**src/include/eth_cfg.svh**
```systemverilog
`ifndef ETH_CFG_SVH
`define ETH_CFG_SVH

// smi address of the phy on the management bus
`define ETH_PHY_ADDR 5'd1

// register that is polled
// phy-specific status register
`define ETH_STATUS_REG 5'd17

// speed field inside the status word
// 2'b10 gigabit, 2'b01 100 mbps, 2'b00 10 mbps
`define ETH_SPEED_MSB 15
`define ETH_SPEED_LSB 14

// link up flag inside the status word
`define ETH_LINK_BIT 10

// clk cycles per mdc half period
// keep at 2 or more so the two strobes never land in adjacent cycles
`define ETH_MDC_HALF 4

`endif

```
**src/hw/eth_pkg.sv**
```systemverilog
package eth_pkg;

    // link speed code from the phy status register
    typedef logic [1:0] eth_speed_t;

    // gigabit code, selects the byte-wide path in the adapter
    localparam eth_speed_t SPEED_1G = 2'b10;

    // mac side data unit
    typedef logic [7:0] eth_byte_t;

    // 10/100 data unit on the phy lines
    typedef logic [3:0] eth_nibble_t;

    // register data carried by an mdio frame
    typedef logic [15:0] mdio_word_t;

    // address fields of the read command
    typedef logic [4:0] phy_addr_t;
    typedef logic [4:0] reg_addr_t;

    // smi master states
    // one pass through PRE..DATA is one read frame
    typedef enum logic [2:0] {
        SMI_IDLE,
        SMI_PRE,
        SMI_CMD,
        SMI_TA,
        SMI_DATA,
        SMI_DONE
    } smi_state_t;

endpackage

```
**src/hw/mdc_timer.sv**
```systemverilog
`include "eth_cfg.svh"

module mdc_timer (
    input  logic clk,
    input  logic arst_n,
    output logic mdc,
    output logic mdc_rise,
    output logic mdc_fall
);

    // counter width for one half period
    localparam int CNT_W = $clog2(`ETH_MDC_HALF);

    // last count of a half period
    localparam logic [CNT_W-1:0] CNT_LAST = CNT_W'(`ETH_MDC_HALF - 1);

    logic [CNT_W-1:0] cnt;

    // free running divider
    // strobes are registered alongside mdc, so each one is
    // high in exactly the clk cycle where mdc takes its new level
    always_ff @(posedge clk or negedge arst_n) begin
        if (!arst_n) begin
            cnt      <= '0;
            mdc      <= 1'b0;
            mdc_rise <= 1'b0;
            mdc_fall <= 1'b0;
        end else begin
            // strobes last one cycle only
            mdc_rise <= 1'b0;
            mdc_fall <= 1'b0;
            if (cnt == CNT_LAST) begin
                cnt <= '0;
                mdc <= ~mdc;
                // low going high
                mdc_rise <= ~mdc;
                // high going low
                mdc_fall <= mdc;
            end else begin
                cnt <= cnt + 1'b1;
            end
        end
    end

endmodule

```
**src/hw/smi_fsm.sv**
```systemverilog
`include "eth_cfg.svh"

module smi_fsm
    import eth_pkg::*;
(
    input  logic       clk,
    input  logic       arst_n,
    input  logic       mdc_rise,
    input  logic       mdc_fall,
    input  logic       mdio_i,
    output logic       mdio_o,
    output logic       mdio_oe,
    output logic       link,
    output eth_speed_t speed
);

    localparam phy_addr_t PHY_ADDR   = `ETH_PHY_ADDR;
    localparam reg_addr_t STATUS_REG = `ETH_STATUS_REG;

    // start 01, read opcode 10, then both addresses msb first
    localparam logic [13:0] CMD_WORD = {2'b01, 2'b10, PHY_ADDR, STATUS_REG};

    smi_state_t state;

    // bits left in the current phase, 0 on its last bit
    // in idle it counts the mdc periods still to wait
    logic [4:0] bit_cnt;

    // outgoing command bits, msb drives the line
    logic [13:0] cmd_sr;

    // incoming register data, msb arrives first
    mdio_word_t data_sr;

    logic cmd_shift;

    // a command bit leaves on the last preamble fall and on every
    // command fall except the one that ends the phase
    assign cmd_shift = mdc_fall &&
                       (((state == SMI_PRE) && (bit_cnt == 5'd0)) ||
                        ((state == SMI_CMD) && (bit_cnt != 5'd0)));

    // phases advance on mdc_fall so the line settles while mdc is low
    always_ff @(posedge clk or negedge arst_n) begin
        if (!arst_n) begin
            state   <= SMI_IDLE;
            bit_cnt <= 5'd0;
            mdio_o  <= 1'b0;
            mdio_oe <= 1'b0;
            link    <= 1'b0;
            speed   <= 2'b00;
        end else begin
            unique case (state)
                SMI_IDLE: begin
                    if (mdc_fall) begin
                        if (bit_cnt == 5'd0) begin
                            // first preamble bit
                            state   <= SMI_PRE;
                            bit_cnt <= 5'd31;
                            mdio_o  <= 1'b1;
                            mdio_oe <= 1'b1;
                        end else begin
                            bit_cnt <= bit_cnt - 5'd1;
                        end
                    end
                end
                SMI_PRE: begin
                    if (mdc_fall) begin
                        if (bit_cnt == 5'd0) begin
                            // start bit 0 goes out first
                            state   <= SMI_CMD;
                            bit_cnt <= 5'd13;
                            mdio_o  <= cmd_sr[13];
                        end else begin
                            // line stays high
                            bit_cnt <= bit_cnt - 5'd1;
                        end
                    end
                end
                SMI_CMD: begin
                    if (mdc_fall) begin
                        if (bit_cnt == 5'd0) begin
                            // release the bus for turnaround
                            state   <= SMI_TA;
                            bit_cnt <= 5'd1;
                            mdio_o  <= 1'b0;
                            mdio_oe <= 1'b0;
                        end else begin
                            bit_cnt <= bit_cnt - 5'd1;
                            mdio_o  <= cmd_sr[13];
                        end
                    end
                end
                SMI_TA: begin
                    // two released bits, nothing sampled
                    if (mdc_fall) begin
                        if (bit_cnt == 5'd0) begin
                            state   <= SMI_DATA;
                            bit_cnt <= 5'd15;
                        end else begin
                            bit_cnt <= bit_cnt - 5'd1;
                        end
                    end
                end
                SMI_DATA: begin
                    // the rise inside the last bit period ends the read
                    if (mdc_rise && (bit_cnt == 5'd0)) begin
                        state <= SMI_DONE;
                    end else if (mdc_fall) begin
                        bit_cnt <= bit_cnt - 5'd1;
                    end
                end
                SMI_DONE: begin
                    // word is complete here, one clk after the last sample
                    link  <= data_sr[`ETH_LINK_BIT];
                    speed <= data_sr[`ETH_SPEED_MSB:`ETH_SPEED_LSB];
                    state <= SMI_IDLE;
                    // skip the fall that closes the last data bit,
                    // then one full idle mdc period
                    bit_cnt <= 5'd1;
                end
                default: begin
                    state   <= SMI_IDLE;
                    bit_cnt <= 5'd0;
                    mdio_oe <= 1'b0;
                end
            endcase
        end
    end

    // command and data shifters
    always_ff @(posedge clk) begin
        if (state == SMI_IDLE) begin
            cmd_sr <= CMD_WORD;
        end else if (cmd_shift) begin
            cmd_sr <= {cmd_sr[12:0], 1'b0};
        end
        // phy drives the bit while mdc is low, sample on the rise
        if ((state == SMI_DATA) && mdc_rise) begin
            data_sr <= {data_sr[14:0], mdio_i};
        end
    end

endmodule

```
**src/hw/gmii_arbi.sv**
```systemverilog
module gmii_arbi
    import eth_pkg::*;
(
    input  logic       clk,
    input  logic       arst_n,
    input  eth_speed_t speed,
    input  logic       link,
    input  logic       mac_txen,
    input  eth_byte_t  mac_txd,
    output logic       phy_txen,
    output eth_byte_t  phy_txd,
    input  logic       phy_rxdv,
    input  eth_byte_t  phy_rxd,
    output logic       mac_rxdv,
    output eth_byte_t  mac_rxd
);

    // transmit side
    eth_speed_t  tx_speed_q;
    eth_speed_t  tx_speed;
    logic        tx_gig;
    logic        tx_en_q;
    // high nibble still to send
    logic        tx_phase;
    eth_nibble_t tx_hi;

    // receive side
    eth_speed_t  rx_speed_q;
    eth_speed_t  rx_speed;
    logic        rx_gig;
    // phy_rxdv of the previous cycle
    logic        rx_busy;
    logic        rx_dv_q;
    // low nibble already held
    logic        rx_phase;
    eth_nibble_t rx_nib;

    // speed is taken fresh only between bursts
    // a burst keeps the mode it started with
    assign tx_speed = tx_en_q ? tx_speed_q : speed;
    assign rx_speed = rx_busy ? rx_speed_q : speed;
    assign tx_gig   = (tx_speed == SPEED_1G);
    assign rx_gig   = (rx_speed == SPEED_1G);

    // link down cuts both valids at once
    assign phy_txen = tx_en_q & link;
    assign mac_rxdv = rx_dv_q & link;

    // tx control
    always_ff @(posedge clk or negedge arst_n) begin
        if (!arst_n) begin
            tx_speed_q <= 2'b00;
            tx_en_q    <= 1'b0;
            tx_phase   <= 1'b0;
        end else begin
            tx_speed_q <= tx_speed;
            if (!link) begin
                tx_en_q  <= 1'b0;
                tx_phase <= 1'b0;
            end else if (tx_gig) begin
                // straight register stage
                tx_en_q  <= mac_txen;
                tx_phase <= 1'b0;
            end else if (tx_phase) begin
                // second nibble of the held byte
                tx_en_q  <= 1'b1;
                tx_phase <= 1'b0;
            end else begin
                tx_en_q  <= mac_txen;
                tx_phase <= mac_txen;
            end
        end
    end

    // tx data, low nibble first at 10/100
    always_ff @(posedge clk) begin
        if (tx_gig) begin
            phy_txd <= mac_txd;
        end else if (tx_phase) begin
            phy_txd <= {4'h0, tx_hi};
        end else if (mac_txen) begin
            phy_txd <= {4'h0, mac_txd[3:0]};
            tx_hi   <= mac_txd[7:4];
        end
    end

    // rx control
    always_ff @(posedge clk or negedge arst_n) begin
        if (!arst_n) begin
            rx_speed_q <= 2'b00;
            rx_busy    <= 1'b0;
            rx_dv_q    <= 1'b0;
            rx_phase   <= 1'b0;
        end else begin
            rx_speed_q <= rx_speed;
            rx_busy    <= phy_rxdv;
            if (!link || !phy_rxdv) begin
                // an unpaired nibble is dropped here
                rx_dv_q  <= 1'b0;
                rx_phase <= 1'b0;
            end else if (rx_gig) begin
                rx_dv_q  <= 1'b1;
                rx_phase <= 1'b0;
            end else begin
                // strobe after every second nibble
                rx_dv_q  <= rx_phase;
                rx_phase <= ~rx_phase;
            end
        end
    end

    // rx data, pack nibble pairs
    always_ff @(posedge clk) begin
        if (phy_rxdv) begin
            if (rx_gig) begin
                mac_rxd <= phy_rxd;
            end else if (rx_phase) begin
                mac_rxd <= {phy_rxd[3:0], rx_nib};
            end else begin
                rx_nib <= phy_rxd[3:0];
            end
        end
    end

endmodule

```
**src/hw/eth.sv**
```systemverilog
module eth
    import eth_pkg::*;
(
    input  logic       clk,
    input  logic       arst_n,
    // management bus
    output logic       mdc,
    output logic       mdio_o,
    output logic       mdio_oe,
    input  logic       mdio_i,
    // link state from the status poll
    output logic       link,
    output eth_speed_t speed,
    // mac side
    input  logic       mac_txen,
    input  eth_byte_t  mac_txd,
    output logic       mac_rxdv,
    output eth_byte_t  mac_rxd,
    // phy side, single data rate
    output logic       phy_txen,
    output eth_byte_t  phy_txd,
    input  logic       phy_rxdv,
    input  eth_byte_t  phy_rxd
);

    logic mdc_rise;
    logic mdc_fall;

    // mdc generation
    mdc_timer u_mdc_timer (
        .clk      (clk),
        .arst_n   (arst_n),
        .mdc      (mdc),
        .mdc_rise (mdc_rise),
        .mdc_fall (mdc_fall)
    );

    // status register polling
    smi_fsm u_smi_fsm (
        .clk      (clk),
        .arst_n   (arst_n),
        .mdc_rise (mdc_rise),
        .mdc_fall (mdc_fall),
        .mdio_i   (mdio_i),
        .mdio_o   (mdio_o),
        .mdio_oe  (mdio_oe),
        .link     (link),
        .speed    (speed)
    );

    // byte or nibble adaptation, follows the polled speed
    gmii_arbi u_gmii_arbi (
        .clk      (clk),
        .arst_n   (arst_n),
        .speed    (speed),
        .link     (link),
        .mac_txen (mac_txen),
        .mac_txd  (mac_txd),
        .phy_txen (phy_txen),
        .phy_txd  (phy_txd),
        .phy_rxdv (phy_rxdv),
        .phy_rxd  (phy_rxd),
        .mac_rxdv (mac_rxdv),
        .mac_rxd  (mac_rxd)
    );

endmodule

```
**config.mk**
```make
export PLATFORM = sky130hd
export DESIGN_NAME = eth
export DESIGN_NICKNAME = d
export VERILOG_FILES = /design/src/hw/eth_pkg.sv /design/src/hw/mdc_timer.sv /design/src/hw/smi_fsm.sv /design/src/hw/gmii_arbi.sv /design/src/hw/eth.sv
export VERILOG_INCLUDE_DIRS = /design/src /design/src/include
export SDC_FILE = /design/constraint.sdc
export NUM_CORES = 1
export LEC_CHECK = 0
export BUFFER_PORTS_ARGS = -buffer_cell sky130_fd_sc_hd__buf_2
export CORE_ASPECT_RATIO = 0.75
export CORE_MARGIN = 2
export CORE_UTILIZATION = 50
export CTS_CLUSTER_DIAMETER = 150
export DETAILED_ROUTE_END_ITERATION = 12
export GPL_TIMING_DRIVEN = 0
export PLACE_DENSITY_LB_ADDON = 0.25
export SETUP_SLACK_MARGIN = 0.4
export SLEW_MARGIN = 15
export SYNTH_ARGS = -nofsm -noshare
export SYNTH_HDL_FRONTEND = slang
export SYNTH_SLANG_ARGS = --single-unit
```
**constraint.sdc**
```tcl
create_clock -name clk -period 3.2 [get_ports clk]
set_input_delay 0.16 -clock clk [delete_from_list [all_inputs] [get_ports clk]]
set_output_delay 0.16 -clock clk [all_outputs]
set_load 0.05 [all_outputs]
```
### After elaboration in Yosys (flattened, before gate mapping)

Index checks and enable logic that the tools add are counted.

* register bits: 81

* add/sub/neg operators: 2
* bitwise logic cells: 8
* multiplexer cells: 51
* reduce and logical (&&, ||, !) cells: 23
* equality and inequality tests: 19

Operators by type and width (number)
* 5-bit 2-to-1 mux: 10
* 8-bit 2-to-1 mux: 5
* 5-bit case mux with 6 select lines: 1
* 3-bit 2-to-1 mux: 9
* 1-bit 2-to-1 mux: 20
* 2-bit inequality test (second input constant): 8
* 3-bit case mux with 5 select lines: 1
* 6-bit AND reduction: 2
* 9-bit AND reduction: 1
* 2-bit equality test (second input constant): 3
* 3-bit by 2-bit equality test with 1-bit output (second input constant): 2
* 3-bit equality test (second input constant): 2
* 2-bit 2-to-1 mux: 3
* 2-bit by 1-bit inequality test with 1-bit output (second input constant): 3
* 1-bit NOT: 6
* 1-bit case mux with 3 select lines: 2
* 3-bit AND reduction: 2
* 3-bit nonzero test: 2
* 1-bit logical AND: 5
* 5-bit logical NOT: 1
* 5-bit AND reduction: 1
* 5-bit nonzero test: 1
* 5-bit by 1-bit subtractor with 5-bit output (second input constant): 1
* 4-bit OR reduction: 1
* other kinds (8): 11

### Depth between registers and ports, before layout

Gate-level depths: netlist (run 1).

* depth in word-level cells: 4
* gate-level depth with buffers: 8

### By module

From an unflattened synthesis (run 1), not the netlist that was laid out.

* cell total of the unflattened synthesis: 247
* area, all modules: 3275.6 µm²

By module, submodules not included
* smi_fsm: cells each 164, times used 1, seq. area each 1086.0 µm², area an instance 1814.2 µm²
* gmii_arbi: cells each 73, times used 1, seq. area each 945.9 µm², area an instance 1295.0 µm²
* mdc_timer: cells each 10, times used 1, seq. area each 125.1 µm², area an instance 166.4 µm²

### Worst setup path after synthesis (run 1)

Ideal clock, no wire load.

* kind: flip-flop to flip-flop
* start point: reg u_smi_fsm.speed[0]
* end point: reg u_gmii_arbi.mac_rxd[0] (enable)
* data required time: 2.827 ns
* slack: 1.120 ns
* cell stages (with the launch flop): 5
* arrival: 1.707 ns
* library setup time: 0.373 ns
* period minus slack after synthesis: 2.080 ns
* cells stage by stage: dfrtp_1 nand2b_1 o21ai_2 nor2_1 nor2b_1

* longest elaborated chain between the ends: 4

RTL lines
* start: declaration: RTL line smi_fsm.sv:14 `output eth_speed_t speed`
* start signal: assignment: RTL line smi_fsm.sv:116 `` speed <= data_sr[`ETH_SPEED_MSB:`ETH_SPEED_LSB]; ``
* 2-bit 2-to-1 mux: RTL line gmii_arbi.sv:41 `assign rx_speed = rx_busy ? rx_speed_q : speed;`
* 2-bit equality test: RTL line gmii_arbi.sv:43 `assign rx_gig = (rx_speed == SPEED_1G);`
* 2-bit nonzero test (no line)
* 2-bit AND reduction (no line)
* end signal: assignment: RTL line gmii_arbi.sv:116 `mac_rxd <= phy_rxd;`
* end signal: assignment: RTL line gmii_arbi.sv:118 `mac_rxd <= {phy_rxd[3:0], rx_nib};`
* end: declaration: RTL line gmii_arbi.sv:15 `output eth_byte_t mac_rxd`

No other way between the ends.
A chain may end at the register's enable or synchronous reset.

### Worst setup path in the final report (run 1)

* start point: reg u_smi_fsm.bit_cnt[0]
* end point: reg u_smi_fsm.cmd_sr[1]

* longest elaborated chain between the ends: 4

RTL lines
* start: declaration: RTL line smi_fsm.sv:27 `logic [4:0] bit_cnt;`
* start signal: assignment: RTL line smi_fsm.sv:63 `bit_cnt <= bit_cnt - 5'd1;`
* start signal: assignment: RTL line smi_fsm.sv:76 `bit_cnt <= bit_cnt - 5'd1;`
* start signal: assignment: RTL line smi_fsm.sv:89 `bit_cnt <= bit_cnt - 5'd1;`
* 5-bit logical NOT / 5-bit nonzero test (equally long branches): RTL line smi_fsm.sv:40, smi_fsm.sv:41
* 1-bit logical AND (on tied branches): RTL line smi_fsm.sv:40, smi_fsm.sv:41
* 1-bit logical OR *: RTL line smi_fsm.sv:40 `(((state == SMI_PRE) && (bit_cnt == 5'd0)) ||`
* 1-bit logical AND *: RTL line smi_fsm.sv:39 `assign cmd_shift = mdc_fall &&`
* end signal: assignment: RTL line smi_fsm.sv:136 `cmd_sr <= {cmd_sr[12:0], 1'b0};`
* end: declaration: RTL line smi_fsm.sv:30 `logic [13:0] cmd_sr;`

Mark *: on every way between the ends. The rest lies on a longest branch, timed or not.

==> impl_metrics.env, run 1 <==
export IMPL_status="finished, final reports clean"
export IMPL_yosysWarnings=0
export IMPL_fin_crit_sh_pct=78.1
export IMPL_power_leakage_nw=1.57
export IMPL_port_buffer_count=44
export IMPL_cp_depth=7
export IMPL_cp_top_family="multiplexers"
export IMPL_path_buf_inv=2
export IMPL_ctsHoldBuffers=11
export IMPL_switchingPower_mw=0.391
export IMPL_first_iter_violations=94
export IMPL_clk_latency_ns=0.35
export IMPL_synth_cells=246
export IMPL_crit_fanout=10
export IMPL_drive_above_1_share_pct=27.4
export IMPL_rsz0062_at_grt="false"
export IMPL_gr_total_overflow=0
export IMPL_synth_edf_count=40
export IMPL_p_int_mw=1.41
export IMPL_nets=336
export IMPL_htree_levels=3
export IMPL_setup_violations=0
export IMPL_hold_class="in -> reg"
export IMPL_dpl_cell_area_um2=3590
export IMPL_tns_ns=0
export IMPL_path_clk_slew_ns=0.08
export IMPL_yosysSeqAreaShare_pct=66.0
export IMPL_wl_per_cell_um=13.9
export IMPL_dpl_hpwl_um=3700
export IMPL_vdd_drop_max_uv=283
export IMPL_cts_max_path_buffers=2
export IMPL_netlist_area_leader_share_pct=36.7
export IMPL_end_kind="flop"
export IMPL_final_cell_mix="buf_2, edfxtp_1, dfrtp_1"
export IMPL_area_delta_synth_final_pct=18.3
export IMPL_antenna_found_initial=0
export IMPL_die_area_um2=7210
export IMPL_num_rows=25
export IMPL_synth_area_um2=3270
export IMPL_final_util_pct=61.2
export IMPL_postRouteAntennaNets=0
export IMPL_swShare_pct=21.7
export IMPL_whs_ns=0.0989
export IMPL_seqPwrFrac_pct=61.2
export IMPL_crit_required_ns=3.48
export IMPL_hold_viol_final=0
export IMPL_initial_core_util_pct=51.7
export IMPL_synth_ff_type="edfxtp_1"
export IMPL_vias=2058
export IMPL_io_pin_count=45
export IMPL_powerDensity_nw_per_um2=467
export IMPL_route_detailed_drc=0
export IMPL_synth_area_leader_cell="edfxtp_1"
export IMPL_drv_cap=0
export IMPL_finClkSkew_ns=0.00926
export IMPL_worstSetupPathType="reg -> reg"
export IMPL_firstDrtPassIters=4
export IMPL_worst_path_max_delay_cell="mux2i_1"
export IMPL_cts_tree="done"
export IMPL_rr_worst_depth=7
export IMPL_numCtsBuffers=9
export IMPL_final_area_um2=3870
export IMPL_synth_area_per_cell_um2=13.3
export IMPL_worstPathArrival_ns=2.78
export IMPL_worst_slew_pin_transition_ns=0.841
export IMPL_synth_nets=270
export IMPL_wirelength_um=5540
export IMPL_gp_congestion=0.837
export IMPL_p_comb_share_pct=3.7
export IMPL_ys_types=46
export IMPL_slew_viol_final=0
export IMPL_cpPeakStageDelay_ns=0.60
export IMPL_grt_use_total_pct=17.0
export IMPL_grt_pass1_vias=1923
export IMPL_cts_resized=0
export IMPL_hold_depth=3
export IMPL_worstPathCellList="inv_1 > ha_1 > nor4b_1 > buf_2 > mux2i_1 > o21ai_0 > a21oi_1"
export IMPL_layout_commonest_cell="buf_2"
export IMPL_critPathLaunchType="flop"
export IMPL_fmax_mhz=400
export IMPL_async_flop_share_pct=33.3
export IMPL_min_period_ns=2.50
export IMPL_power_mw=1.81
export IMPL_die_x_um=97.4
export IMPL_clock_root_buffer="clkbuf_8"
export IMPL_cts_sinks=81
export IMPL_n_antenna_cell=0
export IMPL_core_um2=6320
export IMPL_grt_max_degree=28
export IMPL_ys_ff_latch=81
export IMPL_grt_pass1_wl_um=9250
export IMPL_fp_dieH_um=74.0
export IMPL_ys_top_cells_by_area="edfxtp_1, dfrtp_1, dfxtp_1"
export IMPL_pwr_share_clk_pct=35.1
export IMPL_cts_setup_buffers=0
export IMPL_vias_per_cell=5.17
export IMPL_slew_headroom_pct=43.9
## synthesized netlist by cell type, types with 3 or more instances
cell type	count
o21ai_0	9
a221o_1	3
mux2i_1	8
ha_1	3
nand3_1	6
nand3b_1	3
dfrtp_1	27
dfxtp_1	14
edfxtp_1	40
and2_1	10
nand2_1	17
inv_1	7
a21oi_1	12
nor2b_1	6
mux2_2	20
nor3_1	7
nor2_1	10
clkbuf_1	6
## per-layer routing
layer | global-route usage, % | up-vias | routed length (um)
met5 | 0 | - | 0
met4 | 6.48 | 0 | 89
met3 | 6.95 | 8 | 369
met2 | 23.4 | 58 | 2250
met1 | 24.4 | 965 | 2820
li1 | - | 1027 | -
## layout make-up
class                   count  area [um2]
plain buffers               9        46.3
clock buffers              12         135
clock inverters             4        30.0
fillers                   511        2450
inverters                   7        26.3
multi-input cells         149        1040
flip-flops and latches     81        2160
well taps                  81         101
repair buffers             55         330
## worst register-to-register path: stages, from the launching register on
cell and delay [ns]:
dfrtp_1 0.40, inv_1 0.13, ha_1 0.18, nor4b_1 0.47, buf_2 0.32, mux2i_1 0.60, o21ai_0 0.18, a21oi_1 0.16
## state kept, by name (all words and copies together) (netlist names), 2 cells and up
name                    count
u_smi_fsm.data_sr          16
u_smi_fsm.cmd_sr           14
u_gmii_arbi.mac_rxd         8
u_gmii_arbi.phy_txd         8
u_smi_fsm.bit_cnt           5
u_gmii_arbi.rx_nib          4
u_gmii_arbi.tx_hi           4
u_smi_fsm.state             3
u_gmii_arbi.rx_speed_q      2
u_gmii_arbi.tx_speed_q      2
u_mdc_timer.cnt             2
u_smi_fsm.speed             2
## path summary, 6_finish.rpt
| check | from | endpoint | slack [ns] |
|---|---|---|---|
| setup / recovery | u_smi_fsm.bit_cnt[0] | u_smi_fsm.cmd_sr[1] | 0.70 |
| hold / removal | mac_txen | u_gmii_arbi.tx_en_q | 0.1 |
| setup reg to reg | u_smi_fsm.bit_cnt[0] | u_smi_fsm.cmd_sr[1] | 0.70 |
| hold reg to reg | u_smi_fsm.data_sr[13] | u_smi_fsm.data_sr[14] | 0.42 |
| max in group asynchronous | arst_n | u_smi_fsm.mdio_o | 2.48 |
| min in group asynchronous | arst_n | u_gmii_arbi.rx_busy | 0.34 |
## per-stage QoR
step / cells / worst slack (ns)
floorplan: 246 / 1.12
global placement: 371 / 0.803
detailed placement: 371 / 0.841
CTS: 398 / 0.732
global route: 398 / 0.467
finish: 398 / 0.701
## power groups by stage
stage          Sequential [mW]  Combinational, mW  Clock, mW
2_1_floorplan             1.15             0.0113          0
3_3_place_gp              1.13             0.0572          0
4_1_cts                   1.10             0.0685      0.656
3_5_place_dp              1.13             0.0582          0
6_report                  1.10             0.0676      0.633
5_1_grt                   1.11             0.0736      0.703
## cell families (layout without fill, tap and decap cells)
| group | count (synthesis) | in the layout | synth area share (%) |
|---|---|---|---|
| AOI/OAI and AO/OA | 44 | 44 | 9.03 |
| xor gates and xnor gates | 3 | 3 | 0.804 |
| adders and majority gates | 3 | 3 | 1.15 |
| buffers and inverters | 16 | 87 | 2.22 |
| DFF | 81 | 81 | 66.0 |
| muxes | 28 | 28 | 9.34 |
| and+or+nand+nor | 71 | 71 | 11.5 |
(Power assumes the default switching activity.)
==> inputs of run 2 (changes only) <==
==> constraint.sdc (replaced) <==
create_clock -name clk -period 2.3 [get_ports clk]
set_input_delay 0.115 -clock clk [delete_from_list [all_inputs] [get_ports clk]]
set_output_delay 0.115 -clock clk [all_outputs]
set_load 0.05 [all_outputs]
==> impl_metrics.env, run 2 (same netlist as run 1, synthesis figures left out) <==
export IMPL_powerDensity_nw_per_um2=621
export IMPL_numCtsBuffers=9
export IMPL_rr_worst_depth=8
export IMPL_nets=343
export IMPL_dpl_hpwl_um=3990
export IMPL_multi_input_area_um2=1120
export IMPL_crit_fanout=8
export IMPL_whs_ns=0.0527
export IMPL_cts_tree="done"
export IMPL_min_period_ns=1.89
export IMPL_num_rows=25
export IMPL_worstPathArrival_ns=2.15
export IMPL_wl_per_cell_um=14.7
export IMPL_worstSetupPathType="reg -> reg"
export IMPL_initial_core_util_pct=51.7
export IMPL_regArea_um2=2160
export IMPL_slew_headroom_pct=54.9
export IMPL_vdd_drop_max_uv=421
export IMPL_fin_crit_sh_pct=82.0
export IMPL_core_um2=6320
export IMPL_final_cell_mix="buf_2, edfxtp_1, dfrtp_1"
export IMPL_setup_violations=0
export IMPL_clk_latency_ns=0.34
export IMPL_hold_class="in -> reg"
export IMPL_worstHoldStart="mac_txen"
export IMPL_largest_register_ffs=16
export IMPL_grt_max_degree=28
export IMPL_power_leakage_nw=1.64
export IMPL_vias_per_cell=5.35
export IMPL_fp_dieH_um=74.0
export IMPL_hold_path_end="u_gmii_arbi.tx_en_q"
export IMPL_gr_total_overflow=0
export IMPL_fmax_mhz=530
export IMPL_die_area_um2=7210
export IMPL_postRouteAntennaNets=0
export IMPL_crit_reg2reg_capture="u_smi_fsm.bit_cnt[0]"
export IMPL_grt_pass1_vias=2130
export IMPL_ff2ff_setup_slack_ns=0.41
export IMPL_path_clk_slew_ns=0.08
export IMPL_first_iter_violations=105
export IMPL_r2r_start="u_smi_fsm.bit_cnt[0]"
export IMPL_status="finished, final reports clean"
export IMPL_drv_cap=0
export IMPL_htree_levels=3
export IMPL_crit_required_ns=2.56
export IMPL_cts_sinks=81
export IMPL_clock_root_buffer="clkbuf_8"
export IMPL_worst_slew_pin_transition_ns=0.672
export IMPL_hold_viol_final=0
export IMPL_largest_register="u_smi_fsm.data_sr"
export IMPL_route_detailed_drc=0
export IMPL_layout_commonest_cell="buf_2"
export IMPL_final_util_pct=63.6
export IMPL_grt_use_total_pct=17.5
export IMPL_slew_viol_final=0
export IMPL_die_x_um=97.4
export IMPL_antenna_found_initial=0
export IMPL_wirelength_um=5960
export IMPL_vias=2166
export IMPL_end_kind="flop"
export IMPL_area_delta_synth_final_pct=22.8
export IMPL_reg_top3="u_smi_fsm.data_sr (16), u_smi_fsm.cmd_sr (14)"
export IMPL_n_antenna_cell=0
export IMPL_io_pin_count=45
export IMPL_port_buffer_count=44
export IMPL_critPathLaunchType="flop"
export IMPL_cts_max_path_buffers=2
export IMPL_drive_above_1_share_pct=32.1
export IMPL_hold_depth=3
export IMPL_rsz0062_at_grt="true"
export IMPL_firstDrtPassIters=5
export IMPL_gp_congestion=0.814
export IMPL_finClkSkew_ns=0.00876
export IMPL_grt_pass1_wl_um=9840
export IMPL_fill_cells=480
## run 2: cell types whose count changed in the layout (fill, tap and decap cells not counted), moves of 2 or more
cell,before,now
buf_6,1,3
o21ai_0,9,7
inv_1,7,5
clkinv_2,1,3
inv_2,0,2
nor2b_1,6,4
clkbuf_1,9,7
buf_4,1,6
## run 2: layout make-up
| class | count | area share [%] |
|---|---|---|
| clock inverter | 6 | 0.872 |
| clock buffer | 10 | 3.18 |
| inverter | 7 | 0.654 |
| tap | 81 | 2.52 |
| sequential | 81 | 53.7 |
| timing repair buffer | 62 | 9.84 |
| multi-input combinational | 149 | 27.8 |
| buffer | 9 | 1.40 |
## run 2: where the power goes
part           total, mW  internal, mW  switching, mW
combinational     0.0960        0.0391         0.0569
clock              0.862         0.384          0.478
sequential          1.54          1.53        0.00508
total               2.50          1.96          0.540
## run 2: stage by stage
stage          TNS, ns  cell area [um2]  instances  worst slack, ns  total power, mW
2_1_floorplan        0             3280        246            0.422             1.61
6_report             0             4020        405            0.413             2.50
3_5_place_dp         0             3600        371           0.0111             1.65
4_1_cts              0             3930        402            0.401             2.53
3_3_place_gp    -0.173             3600        371          -0.0480             1.65
5_1_grt              0             4020        405            0.366             2.60
## run 2: timing repair
action | in CTS | in global routing
endpoints found under the hold margin | 37 | 0
pin swaps | 0 | 3
resized for setup | 7 | 12
buffers inserted | 4 | 3
endpoints found under the setup margin | 48 | 57
hold buffers | 11 | 0
## run 2: routing by layer
metal / track usage, % / part of all wire [%] / vias up
li1: - / - / 1050
met1: 22.8 / 46 / 1057
met2: 28.4 / 47 / 53
met3: 6.67 / 5.6 / 6
met4: 4.32 / 1.1 / 0
met5: 0 / 0 / -
## run 2: worst max-delay path by stage
stage                                    start              endpoint  slack (ns)  depth (start not counted)
after floorplan           u_smi_fsm.bit_cnt[0]  u_smi_fsm.cmd_sr[13]        0.42                          7
after global placement    u_smi_fsm.bit_cnt[0]   u_smi_fsm.cmd_sr[1]       -0.05                          7
after detailed placement  u_smi_fsm.bit_cnt[0]   u_smi_fsm.cmd_sr[3]        0.01                          7
after CTS                 u_smi_fsm.bit_cnt[0]  u_smi_fsm.bit_cnt[0]        0.40                          8
after global routing      u_smi_fsm.bit_cnt[0]  u_smi_fsm.bit_cnt[0]        0.37                          8
final                     u_smi_fsm.bit_cnt[0]  u_smi_fsm.bit_cnt[0]        0.41                          8
## run 2: worst max-delay path, stage by stage (launching register included)
cell,delay [ns]
dfrtp_1,0.39
inv_2,0.11
ha_4,0.14
or4b_4,0.45
buf_6,0.16
o21ai_1,0.10
and2_1,0.14
buf_6,0.12
mux2i_1,0.19
